[src/verilog/csr_pkg.sv]
`default_nettype none

package csr_pkg;

	// Bus widths
	localparam int CSR_DATA_W = 32;
	localparam int CSR_STRB_W = CSR_DATA_W / 8;

	typedef logic [CSR_DATA_W-1:0] csr_data_t;
	typedef logic [5:0] csr_addr_t;
	typedef logic [CSR_STRB_W-1:0] csr_strb_t;
	typedef logic [3:0] csr_index_t;
	typedef logic [7:0] csr_byte_t;

	// Word map, index taken from byte address bits 5:2
	localparam int CSR_ADDR_LSB = 2;
	localparam csr_index_t CTRL_INDEX = 4'd0;
	// Parameter word k lives at index k+1
	localparam int PARAM_BASE_INDEX = 1;

	// ------------------------------------------------------------------------
	// Control word 0 layout
	// ------------------------------------------------------------------------
	localparam int START_BIT = 0;
	localparam int EXCEPTION_BIT = 1;
	localparam int DONE_BIT = 2;
	localparam int RUNNING_BIT = 3;
	localparam int RSVD_BIT = 4;
	localparam int CONV_MODE_BIT = 5;
	localparam int HAS_RELU_BIT = 6;
	localparam int HAS_BIAS_BIT = 7;
	localparam int PADDING_LSB = 8;
	localparam int STRIDE_LSB = 16;
	localparam int KERNEL_SIZE_LSB = 24;

	localparam logic [1:0] AXI_RESP_OKAY = 2'b00;

	typedef enum logic [1:0] {wr_idle, wr_addr, wr_data} wr_state_t;
	typedef enum logic [1:0] {rd_idle, rd_addr, rd_data} rd_state_t;

endpackage

`default_nettype wire

[src/verilog/conv_csr_top.sv]
`timescale 1ns/100ps
`default_nettype none

module conv_csr_top #(
	parameter int NUM_PARAM_WORDS = 9
) (
	input wire S_AXI_ACLK,
	input wire S_AXI_ARESETN,
	input wire csr_pkg::csr_addr_t S_AXI_AWADDR,
	input wire S_AXI_AWVALID,
	output logic S_AXI_AWREADY,
	input wire csr_pkg::csr_data_t S_AXI_WDATA,
	input wire csr_pkg::csr_strb_t S_AXI_WSTRB,
	input wire S_AXI_WVALID,
	output logic S_AXI_WREADY,
	output logic [1:0] S_AXI_BRESP,
	output logic S_AXI_BVALID,
	input wire S_AXI_BREADY,
	input wire csr_pkg::csr_addr_t S_AXI_ARADDR,
	input wire S_AXI_ARVALID,
	output logic S_AXI_ARREADY,
	output csr_pkg::csr_data_t S_AXI_RDATA,
	output logic [1:0] S_AXI_RRESP,
	output logic S_AXI_RVALID,
	input wire S_AXI_RREADY,
	// Accelerator side
	input wire running,
	input wire compute_done,
	input wire exception,
	output csr_pkg::csr_byte_t kernel_size,
	output csr_pkg::csr_byte_t stride,
	output csr_pkg::csr_byte_t padding,
	output logic has_bias,
	output logic has_relu,
	output logic conv_mode,
	output logic start,
	output csr_pkg::csr_data_t kernel_baseaddr,
	output csr_pkg::csr_data_t feature_baseaddr,
	output csr_pkg::csr_data_t feature_width,
	output csr_pkg::csr_data_t feature_height,
	output csr_pkg::csr_data_t feature_chin,
	output csr_pkg::csr_data_t feature_chout,
	output csr_pkg::csr_data_t output_baseaddr,
	output csr_pkg::csr_data_t output_width,
	output csr_pkg::csr_data_t output_height
);
	import csr_pkg::*;

	// Named parameter ports, missing words read as zero
	localparam int NUM_NAMED_WORDS = 9;
	localparam int PAD_WORDS =
		(NUM_PARAM_WORDS > NUM_NAMED_WORDS) ? NUM_PARAM_WORDS : NUM_NAMED_WORDS;

	logic [NUM_PARAM_WORDS:0] wr_sel;
	csr_data_t csr_wdata;
	csr_strb_t csr_wstrb;
	csr_data_t ctrl_rdata;
	logic [NUM_PARAM_WORDS*CSR_DATA_W-1:0] param_words;
	logic [PAD_WORDS*CSR_DATA_W-1:0] param_named;

	// Always OKAY
	assign S_AXI_BRESP = AXI_RESP_OKAY;
	assign S_AXI_RRESP = AXI_RESP_OKAY;

	csr_write_channel #(
		.NUM_PARAM_WORDS (NUM_PARAM_WORDS)
	) i_write_channel (
		.S_AXI_ACLK (S_AXI_ACLK),
		.S_AXI_ARESETN (S_AXI_ARESETN),
		.S_AXI_AWADDR (S_AXI_AWADDR),
		.S_AXI_AWVALID (S_AXI_AWVALID),
		.S_AXI_AWREADY (S_AXI_AWREADY),
		.S_AXI_WDATA (S_AXI_WDATA),
		.S_AXI_WSTRB (S_AXI_WSTRB),
		.S_AXI_WVALID (S_AXI_WVALID),
		.S_AXI_WREADY (S_AXI_WREADY),
		.S_AXI_BVALID (S_AXI_BVALID),
		.S_AXI_BREADY (S_AXI_BREADY),
		.wr_sel (wr_sel),
		.wr_data (csr_wdata),
		.wr_strb (csr_wstrb)
	);

	csr_ctrl_reg i_ctrl_reg (
		.S_AXI_ACLK (S_AXI_ACLK),
		.S_AXI_ARESETN (S_AXI_ARESETN),
		.wr_sel_ctrl (wr_sel[CTRL_INDEX]),
		.wr_data (csr_wdata),
		.running (running),
		.compute_done (compute_done),
		.exception (exception),
		.kernel_size (kernel_size),
		.stride (stride),
		.padding (padding),
		.has_bias (has_bias),
		.has_relu (has_relu),
		.conv_mode (conv_mode),
		.start (start),
		.ctrl_rdata (ctrl_rdata)
	);

	// ------------------------------------------------------------------------
	// Parameter words, one register per index
	// ------------------------------------------------------------------------
	for (genvar k = 0; k < NUM_PARAM_WORDS; k++)
	begin : g_param
		csr_param_word i_param_word (
			.S_AXI_ACLK (S_AXI_ACLK),
			.S_AXI_ARESETN (S_AXI_ARESETN),
			.wr_en (wr_sel[k + PARAM_BASE_INDEX]),
			.wr_data (csr_wdata),
			.wr_strb (csr_wstrb),
			.word (param_words[k*CSR_DATA_W +: CSR_DATA_W])
		);
	end

	csr_read_channel #(
		.NUM_PARAM_WORDS (NUM_PARAM_WORDS)
	) i_read_channel (
		.S_AXI_ACLK (S_AXI_ACLK),
		.S_AXI_ARESETN (S_AXI_ARESETN),
		.S_AXI_ARADDR (S_AXI_ARADDR),
		.S_AXI_ARVALID (S_AXI_ARVALID),
		.S_AXI_ARREADY (S_AXI_ARREADY),
		.S_AXI_RDATA (S_AXI_RDATA),
		.S_AXI_RVALID (S_AXI_RVALID),
		.S_AXI_RREADY (S_AXI_RREADY),
		.ctrl_rdata (ctrl_rdata),
		.param_words (param_words)
	);

	// Zero-extend so every named port has a source
	assign param_named = (PAD_WORDS*CSR_DATA_W)'(param_words);

	assign kernel_baseaddr = param_named[0*CSR_DATA_W +: CSR_DATA_W];
	assign feature_baseaddr = param_named[1*CSR_DATA_W +: CSR_DATA_W];
	assign feature_width = param_named[2*CSR_DATA_W +: CSR_DATA_W];
	assign feature_height = param_named[3*CSR_DATA_W +: CSR_DATA_W];
	assign feature_chin = param_named[4*CSR_DATA_W +: CSR_DATA_W];
	assign feature_chout = param_named[5*CSR_DATA_W +: CSR_DATA_W];
	assign output_baseaddr = param_named[6*CSR_DATA_W +: CSR_DATA_W];
	assign output_width = param_named[7*CSR_DATA_W +: CSR_DATA_W];
	assign output_height = param_named[8*CSR_DATA_W +: CSR_DATA_W];

endmodule

`default_nettype wire

[src/verilog/csr_ctrl_reg.sv]
`timescale 1ns/100ps
`default_nettype none

module csr_ctrl_reg (
	input wire S_AXI_ACLK,
	input wire S_AXI_ARESETN,
	input wire wr_sel_ctrl,
	input wire csr_pkg::csr_data_t wr_data,
	input wire running,
	input wire compute_done,
	input wire exception,
	output csr_pkg::csr_byte_t kernel_size,
	output csr_pkg::csr_byte_t stride,
	output csr_pkg::csr_byte_t padding,
	output logic has_bias,
	output logic has_relu,
	output logic conv_mode,
	output logic start,
	output csr_pkg::csr_data_t ctrl_rdata
);
	import csr_pkg::*;

	// Word 0 fields, strobes ignored
	always_ff @(posedge S_AXI_ACLK)
	begin
		if (!S_AXI_ARESETN)
		begin
			kernel_size <= '0;
			stride <= '0;
			padding <= '0;
			has_bias <= 1'b0;
			has_relu <= 1'b0;
			conv_mode <= 1'b0;
			start <= 1'b0;
		end
		else
		begin
			// Start pulses for a single cycle
			start <= 1'b0;
			if (wr_sel_ctrl)
			begin
				start <= wr_data[START_BIT];
				conv_mode <= wr_data[CONV_MODE_BIT];
				has_relu <= wr_data[HAS_RELU_BIT];
				has_bias <= wr_data[HAS_BIAS_BIT];
				padding <= wr_data[PADDING_LSB +: $bits(csr_byte_t)];
				stride <= wr_data[STRIDE_LSB +: $bits(csr_byte_t)];
				kernel_size <= wr_data[KERNEL_SIZE_LSB +: $bits(csr_byte_t)];
			end
		end
	end

	// Readback, status bits are live inputs
	always_comb
	begin
		ctrl_rdata = '0;
		ctrl_rdata[START_BIT] = start;
		ctrl_rdata[EXCEPTION_BIT] = exception;
		ctrl_rdata[DONE_BIT] = compute_done;
		ctrl_rdata[RUNNING_BIT] = running;
		ctrl_rdata[RSVD_BIT] = 1'b0;
		ctrl_rdata[CONV_MODE_BIT] = conv_mode;
		ctrl_rdata[HAS_RELU_BIT] = has_relu;
		ctrl_rdata[HAS_BIAS_BIT] = has_bias;
		ctrl_rdata[PADDING_LSB +: $bits(csr_byte_t)] = padding;
		ctrl_rdata[STRIDE_LSB +: $bits(csr_byte_t)] = stride;
		ctrl_rdata[KERNEL_SIZE_LSB +: $bits(csr_byte_t)] = kernel_size;
	end

endmodule

`default_nettype wire

[src/verilog/csr_param_word.sv]
`timescale 1ns/100ps
`default_nettype none

module csr_param_word (
	input wire S_AXI_ACLK,
	input wire S_AXI_ARESETN,
	input wire wr_en,
	input wire csr_pkg::csr_data_t wr_data,
	input wire csr_pkg::csr_strb_t wr_strb,
	output csr_pkg::csr_data_t word
);
	import csr_pkg::*;

	// Byte lanes follow the write strobes
	always_ff @(posedge S_AXI_ACLK)
	begin
		if (!S_AXI_ARESETN)
		begin
			word <= '0;
		end
		else if (wr_en)
		begin
			for (int b = 0; b < CSR_STRB_W; b++)
			begin
				// Untouched lanes keep their value
				if (wr_strb[b])
					word[b*8 +: 8] <= wr_data[b*8 +: 8];
			end
		end
	end

endmodule

`default_nettype wire

[src/verilog/csr_read_channel.sv]
`timescale 1ns/100ps
`default_nettype none

module csr_read_channel #(
	parameter int NUM_PARAM_WORDS = 9
) (
	input wire S_AXI_ACLK,
	input wire S_AXI_ARESETN,
	input wire csr_pkg::csr_addr_t S_AXI_ARADDR,
	input wire S_AXI_ARVALID,
	output logic S_AXI_ARREADY,
	output csr_pkg::csr_data_t S_AXI_RDATA,
	output logic S_AXI_RVALID,
	input wire S_AXI_RREADY,
	input wire csr_pkg::csr_data_t ctrl_rdata,
	input wire [NUM_PARAM_WORDS*csr_pkg::CSR_DATA_W-1:0] param_words
);
	import csr_pkg::*;

	rd_state_t state;
	csr_index_t rd_index;

	// ------------------------------------------------------------------------
	// Read handshake FSM
	// ------------------------------------------------------------------------
	always_ff @(posedge S_AXI_ACLK)
	begin
		if (!S_AXI_ARESETN)
		begin
			state <= rd_idle;
			S_AXI_ARREADY <= 1'b0;
			S_AXI_RVALID <= 1'b0;
			rd_index <= '0;
		end
		else
		begin
			case (state)
				rd_idle:
				begin
					S_AXI_ARREADY <= 1'b1;
					state <= rd_addr;
				end
				rd_addr:
				begin
					// Latch index, data follows on next cycle
					if (S_AXI_ARVALID && S_AXI_ARREADY)
					begin
						rd_index <= S_AXI_ARADDR[CSR_ADDR_LSB +: $bits(csr_index_t)];
						S_AXI_ARREADY <= 1'b0;
						S_AXI_RVALID <= 1'b1;
						state <= rd_data;
					end
				end
				rd_data:
				begin
					// Hold RVALID under back-pressure
					if (S_AXI_RVALID && S_AXI_RREADY)
					begin
						S_AXI_RVALID <= 1'b0;
						S_AXI_ARREADY <= 1'b1;
						state <= rd_addr;
					end
				end
				default: state <= rd_idle;
			endcase
		end
	end

	// Readback mux on latched index
	// Unmapped indices return zero
	always_comb
	begin
		S_AXI_RDATA = '0;
		if (rd_index == CTRL_INDEX)
			S_AXI_RDATA = ctrl_rdata;
		for (int k = 0; k < NUM_PARAM_WORDS; k++)
		begin
			if (rd_index == csr_index_t'(k + PARAM_BASE_INDEX))
				S_AXI_RDATA = param_words[k*CSR_DATA_W +: CSR_DATA_W];
		end
	end

endmodule

`default_nettype wire

[src/verilog/csr_write_channel.sv]
`timescale 1ns/100ps
`default_nettype none

module csr_write_channel #(
	parameter int NUM_PARAM_WORDS = 9
) (
	input wire S_AXI_ACLK,
	input wire S_AXI_ARESETN,
	input wire csr_pkg::csr_addr_t S_AXI_AWADDR,
	input wire S_AXI_AWVALID,
	output logic S_AXI_AWREADY,
	input wire csr_pkg::csr_data_t S_AXI_WDATA,
	input wire csr_pkg::csr_strb_t S_AXI_WSTRB,
	input wire S_AXI_WVALID,
	output logic S_AXI_WREADY,
	output logic S_AXI_BVALID,
	input wire S_AXI_BREADY,
	output logic [NUM_PARAM_WORDS:0] wr_sel,
	output csr_pkg::csr_data_t wr_data,
	output csr_pkg::csr_strb_t wr_strb
);
	import csr_pkg::*;

	wr_state_t state;
	csr_index_t wr_index;
	logic [NUM_PARAM_WORDS:0] sel_decode;

	// One-hot decode of latched word index
	// Index beyond the last parameter word gives no select
	always_comb
	begin
		sel_decode = '0;
		for (int i = 0; i <= NUM_PARAM_WORDS; i++)
		begin
			if (wr_index == csr_index_t'(i))
				sel_decode[i] = 1'b1;
		end
	end

	// ------------------------------------------------------------------------
	// Write handshake FSM
	// ------------------------------------------------------------------------
	always_ff @(posedge S_AXI_ACLK)
	begin
		if (!S_AXI_ARESETN)
		begin
			state <= wr_idle;
			S_AXI_AWREADY <= 1'b0;
			S_AXI_WREADY <= 1'b0;
			S_AXI_BVALID <= 1'b0;
			wr_sel <= '0;
		end
		else
		begin
			// Select only lasts one cycle
			wr_sel <= '0;
			// Response held until master takes it
			if (S_AXI_BVALID && S_AXI_BREADY)
				S_AXI_BVALID <= 1'b0;
			case (state)
				wr_idle:
				begin
					S_AXI_AWREADY <= 1'b1;
					state <= wr_addr;
				end
				wr_addr:
				begin
					if (S_AXI_AWVALID && S_AXI_AWREADY)
					begin
						S_AXI_AWREADY <= 1'b0;
						S_AXI_WREADY <= 1'b1;
						// Port wr_data hides the state literal
						state <= csr_pkg::wr_data;
					end
				end
				csr_pkg::wr_data:
				begin
					if (S_AXI_WREADY)
					begin
						if (S_AXI_WVALID)
							S_AXI_WREADY <= 1'b0;
					end
					else
					begin
						// Beat captured on previous edge, commit and respond
						wr_sel <= sel_decode;
						S_AXI_BVALID <= 1'b1;
						S_AXI_AWREADY <= 1'b1;
						state <= wr_addr;
					end
				end
				default: state <= wr_idle;
			endcase
		end
	end

	// Address index and data beat capture
	always_ff @(posedge S_AXI_ACLK)
	begin
		if (S_AXI_AWVALID && S_AXI_AWREADY)
			wr_index <= S_AXI_AWADDR[CSR_ADDR_LSB +: $bits(csr_index_t)];
		if (S_AXI_WVALID && S_AXI_WREADY)
		begin
			wr_data <= S_AXI_WDATA;
			wr_strb <= S_AXI_WSTRB;
		end
	end

endmodule

`default_nettype wire

[config.mk]
export PLATFORM = sky130hd
export DESIGN_NAME = conv_csr_top
export DESIGN_NICKNAME = d
export VERILOG_FILES = /design/src/verilog/csr_pkg.sv /design/src/verilog/conv_csr_top.sv /design/src/verilog/csr_ctrl_reg.sv /design/src/verilog/csr_param_word.sv /design/src/verilog/csr_read_channel.sv /design/src/verilog/csr_write_channel.sv
export SDC_FILE = /design/constraint.sdc
export NUM_CORES = 1
export LEC_CHECK = 0
export BUFFER_PORTS_ARGS = -buffer_cell sky130_fd_sc_hd__buf_2
export CAP_MARGIN = 0
export CORE_MARGIN = 1.5
export CORE_UTILIZATION = 35
export DETAILED_ROUTE_END_ITERATION = 12
export SLEW_MARGIN = 20
export SYNTH_ARGS = -nofsm -noshare
export SYNTH_HDL_FRONTEND = slang
export SYNTH_HIERARCHICAL = 1
export SYNTH_SLANG_ARGS = --single-unit
[constraint.sdc]
create_clock -name S_AXI_ACLK -period 2.85 [get_ports S_AXI_ACLK]
set_input_delay 0.4275 -clock S_AXI_ACLK [delete_from_list [all_inputs] [get_ports S_AXI_ACLK]]
set_output_delay 0.4275 -clock S_AXI_ACLK [all_outputs]
set_load 0.01 [all_outputs]
==> flow_summary.yaml <==
place:
  hpwl_um: 55250
  gp_congestion: 0.8985
  numPortBuffers: 406
  placed_cells: 2951
  place_area_um2: 20730
worst_setup_path:
  critPathRequiredTime_ps: 2420
  crit_slowest_cell: "mux4_2"
  crit_path_max_incr_delay_ps: 580
  crit_type: "reg -> out"
  worstRegToRegCells: 3
  arrival_ps: 2400
  crit_fanout: 9
  cp-end-kind: "output pin"
  crit_family: "multiplexers"
  r2r_slack_ps: 1220
  critPathLaunchType: "flip-flop"
  path_buf_inv: 2
  crit_cells: 5
  crit_chain: "buf_12, mux4_2, a22oi_2, o22ai_1, buf_2"
die:
  ios: 415
  num_rows: 85
  core_area_um2: 53710
  die_area_um2: 55700
  chipWidth_um: 236.0
  start_util_pct: 35.38
  die_h_um: 236.0
routing:
  antenna_left: 0
  first_pass_iters: 6
  wl_per_cell_um: 24.71
  wirelength_um: 76030
  num_vias: 17570
  viasPerCell: 5.710
  drtIter0Drc: 1525
  drc: 0
yosys:
  synth_compound_area_share_pct: 22.62
  synth_top_family_by_area: "compound AO/OA/AOI/OAI gates"
  synth_area_leader_cell: "dfxtp_1"
  synth_mux_area_share_pct: 3.562
  synthAdderAreaFrac_pct: 0
  avgSynthCellArea_um2: 9.338
  syn_area_um2: 19000
  ys_ff_latch: 379
  post_synth_inst_count: 2035
  synth_cell_types: 54
  synthFlopType: "dfxtp_1"
  synth_top_area_share_pct: 35.71
  synthTopCellsByArea: "dfxtp_1 36%, o21ai_2 13%, nand4_1 9.5%, edfxtp_1 6.3%, nand2_1 6.1%"
  ys_warn_count: 6
  synth-seq-area-share_pct: 42.04
  synth_simple_gate_area_share_pct: 21.29
  async_flop_share_pct: 0
  synth_edf_count: 40
  synthXorXnorAreaFrac_pct: 0
layout:
  fin_util_pct: 42.84
  fin_nets: 2404
  multiInputGateArea_um2: 9249
  layout_common_cells: "405 x buf_2, 334 x dfxtp_1, 309 x nand2_1, 289 x o21ai_2, 288 x nand4_1"
  instances_no_fill: 3077
  register_area_um2: 8001
  n_antenna_cell: 0
  stdcell_area_um2: 23010
  fill_cells: 5266
  final_common_cell: "buf_2"
  syn_to_final_growth_pct: 21.08
  layout-drive-gt1-share_pct: 40.24
global_route:
  grt_remaining_overflow: 0
  grt_max_degree: 210
  grtUsageTotal_pct: 25.98
  antenna_found_initial: 0
  grt_pass1_wl_um: 110100
  first_global_vias: 16650
min_path:
  holdPathStages: 1
  min_path_type: "in -> reg"
timing:
  max-slew-margin-rel_pct: 38.06
  rsz0062_at_grt: "true"
  tightest_slew_ps: 927.8
  report.final.slew_viol_count: 0
  fmax_ghz: 0.3541
  finalHoldViolCount: 0
  finalHoldWorstSlack_ps: 31.95
  finalCritPeriodShare_pct: 99.08
  finalSetupViolations: 0
  skew_ps: 17.54
  period_needed_ps: 2824
clocking:
  clockBufferDepth: 3
  cts_buffers: 48
  htreeDepth: 2
  root_buffer: "clkbuf_16"
  cts.sinks: 379
  clock_latency_ps: 580
  clk_pin_slew_ps: 60
  cts_tree: "yes"
outcome:
  outcome: "completed"
pwr:
  p_total_mw: 12.42
  leakagePower_nw: 9.272
  ir_worst_vdd_mv: 0.3971
  power_density_nw_per_um2: 539.9
job:
  maxCapViolations: 0
area by class of cell:
class / count / share of cell area [%]
repair buffers: 523 / 14.15
well taps: 696 / 3.785
multi-input cells: 1388 / 40.20
clock inverters: 19 / 0.9735
clock buffers: 66 / 6.004
inverters: 6 / 0.1088
flip-flops and latches: 379 / 34.78
state kept, by name, indices dropped and copies added, names as in the netlist:
name / count
i_ctrl_reg/stride: 8
i_read_channel/S_AXI_RVALID: 1
g_param.i_param_word/word: 288
i_write_channel/S_AXI_AWREADY: 1
i_ctrl_reg/has_bias: 1
i_ctrl_reg/has_relu: 1
i_write_channel/wr_data: 32
i_write_channel/wr_strb: 4
i_write_channel/state: 2
i_ctrl_reg/kernel_size: 8
i_read_channel/rd_index: 4
i_write_channel/wr_sel: 10
i_write_channel/wr_index: 4
i_ctrl_reg/padding: 8
i_read_channel/state: 2
i_ctrl_reg/conv_mode: 1
i_ctrl_reg/start: 1
i_write_channel/S_AXI_BVALID: 1
i_write_channel/S_AXI_WREADY: 1
i_read_channel/S_AXI_ARREADY: 1
kinds of logic (layout without fill, tap and decap cells):
family | Yosys count | count (layout)
muxes | 58 | 58
AOI/OAI and AO/OA | 553 | 553
and+or+nand+nor | 772 | 772
DFF | 379 | 379
other | 2 | 5
buffers and inverters | 271 | 614
cells in the mapped netlist (all sizes together), types with 2 or more instances:
| cell | n |
|---|---|
| a211oi | 20 |
| a21boi | 21 |
| a21o | 2 |
| a21oi | 83 |
| a221o | 23 |
| a221oi | 2 |
| a22o | 3 |
| a22oi | 4 |
| and2 | 40 |
| buf | 249 |
| clkbuf | 16 |
| conb | 2 |
| dfxtp | 339 |
| edfxtp | 40 |
| inv | 6 |
| mux2 | 7 |
| mux2i | 44 |
| mux4 | 7 |
| nand2 | 311 |
| nand2b | 4 |
| nand3 | 3 |
| nand3b | 3 |
| nand4 | 288 |
| nor2 | 50 |
| nor2b | 54 |
| nor4 | 11 |
| o211ai | 6 |
| o21a | 2 |
| o21ai | 326 |
| o221ai | 2 |
| o22ai | 29 |
| o31ai | 4 |
| o32a | 20 |
| o32ai | 2 |
| or2 | 2 |
report_power, final:
part / internal, mW / switching (mW)
sequential: 5.42 / 0.0714
combinational: 0.240 / 0.428
clock: 3.82 / 2.44
per-layer routing:
layer	vias up	routed length, µm	track usage (%)
li1	8086	-	-
met1	8620	29310	30.72
met2	746	38280	46.24
met3	118	5966	5.629
met4	0	2473	8.895
met5	-	0	0
path summary, 6_finish.rpt:
path,start,endpoint
setup / recovery,i_read_channel/rd_index[0]$_SDFFE_PN0P_,S_AXI_RDATA[7]
hold / removal,S_AXI_WDATA[10],i_write_channel/wr_data[10]$_DFFE_PP_
setup reg to reg,i_write_channel/wr_sel[0]$_SDFF_PP0_,i_ctrl_reg/stride[7]$_SDFFE_PN0P_
hold reg to reg,g_param[7].i_param_word/word[17]$_SDFFE_PN0P_,g_param[7].i_param_word/word[17]$_SDFFE_PN0P_
per-stage QoR:
step / TNS [ps] / setup slack, ps
after floorplan: 0 / 884.4
after global placement: 0 / 261.0
after detailed placement: 0 / 261.9
after CTS: -34.17 / -12.52
after global routing: -23.89 / -18.61
final: 0 / 26.10
what timing repair did:
item	CTS	global route
hold buffers	31	0
cloned	0	3
buffers inserted	2	5
gates resized for setup	39	18
pin swaps	4	3
setup endpoints to repair	31	25
endpoints found under the hold margin	31	0
Note: power is estimated with default switching activity, not from simulation.
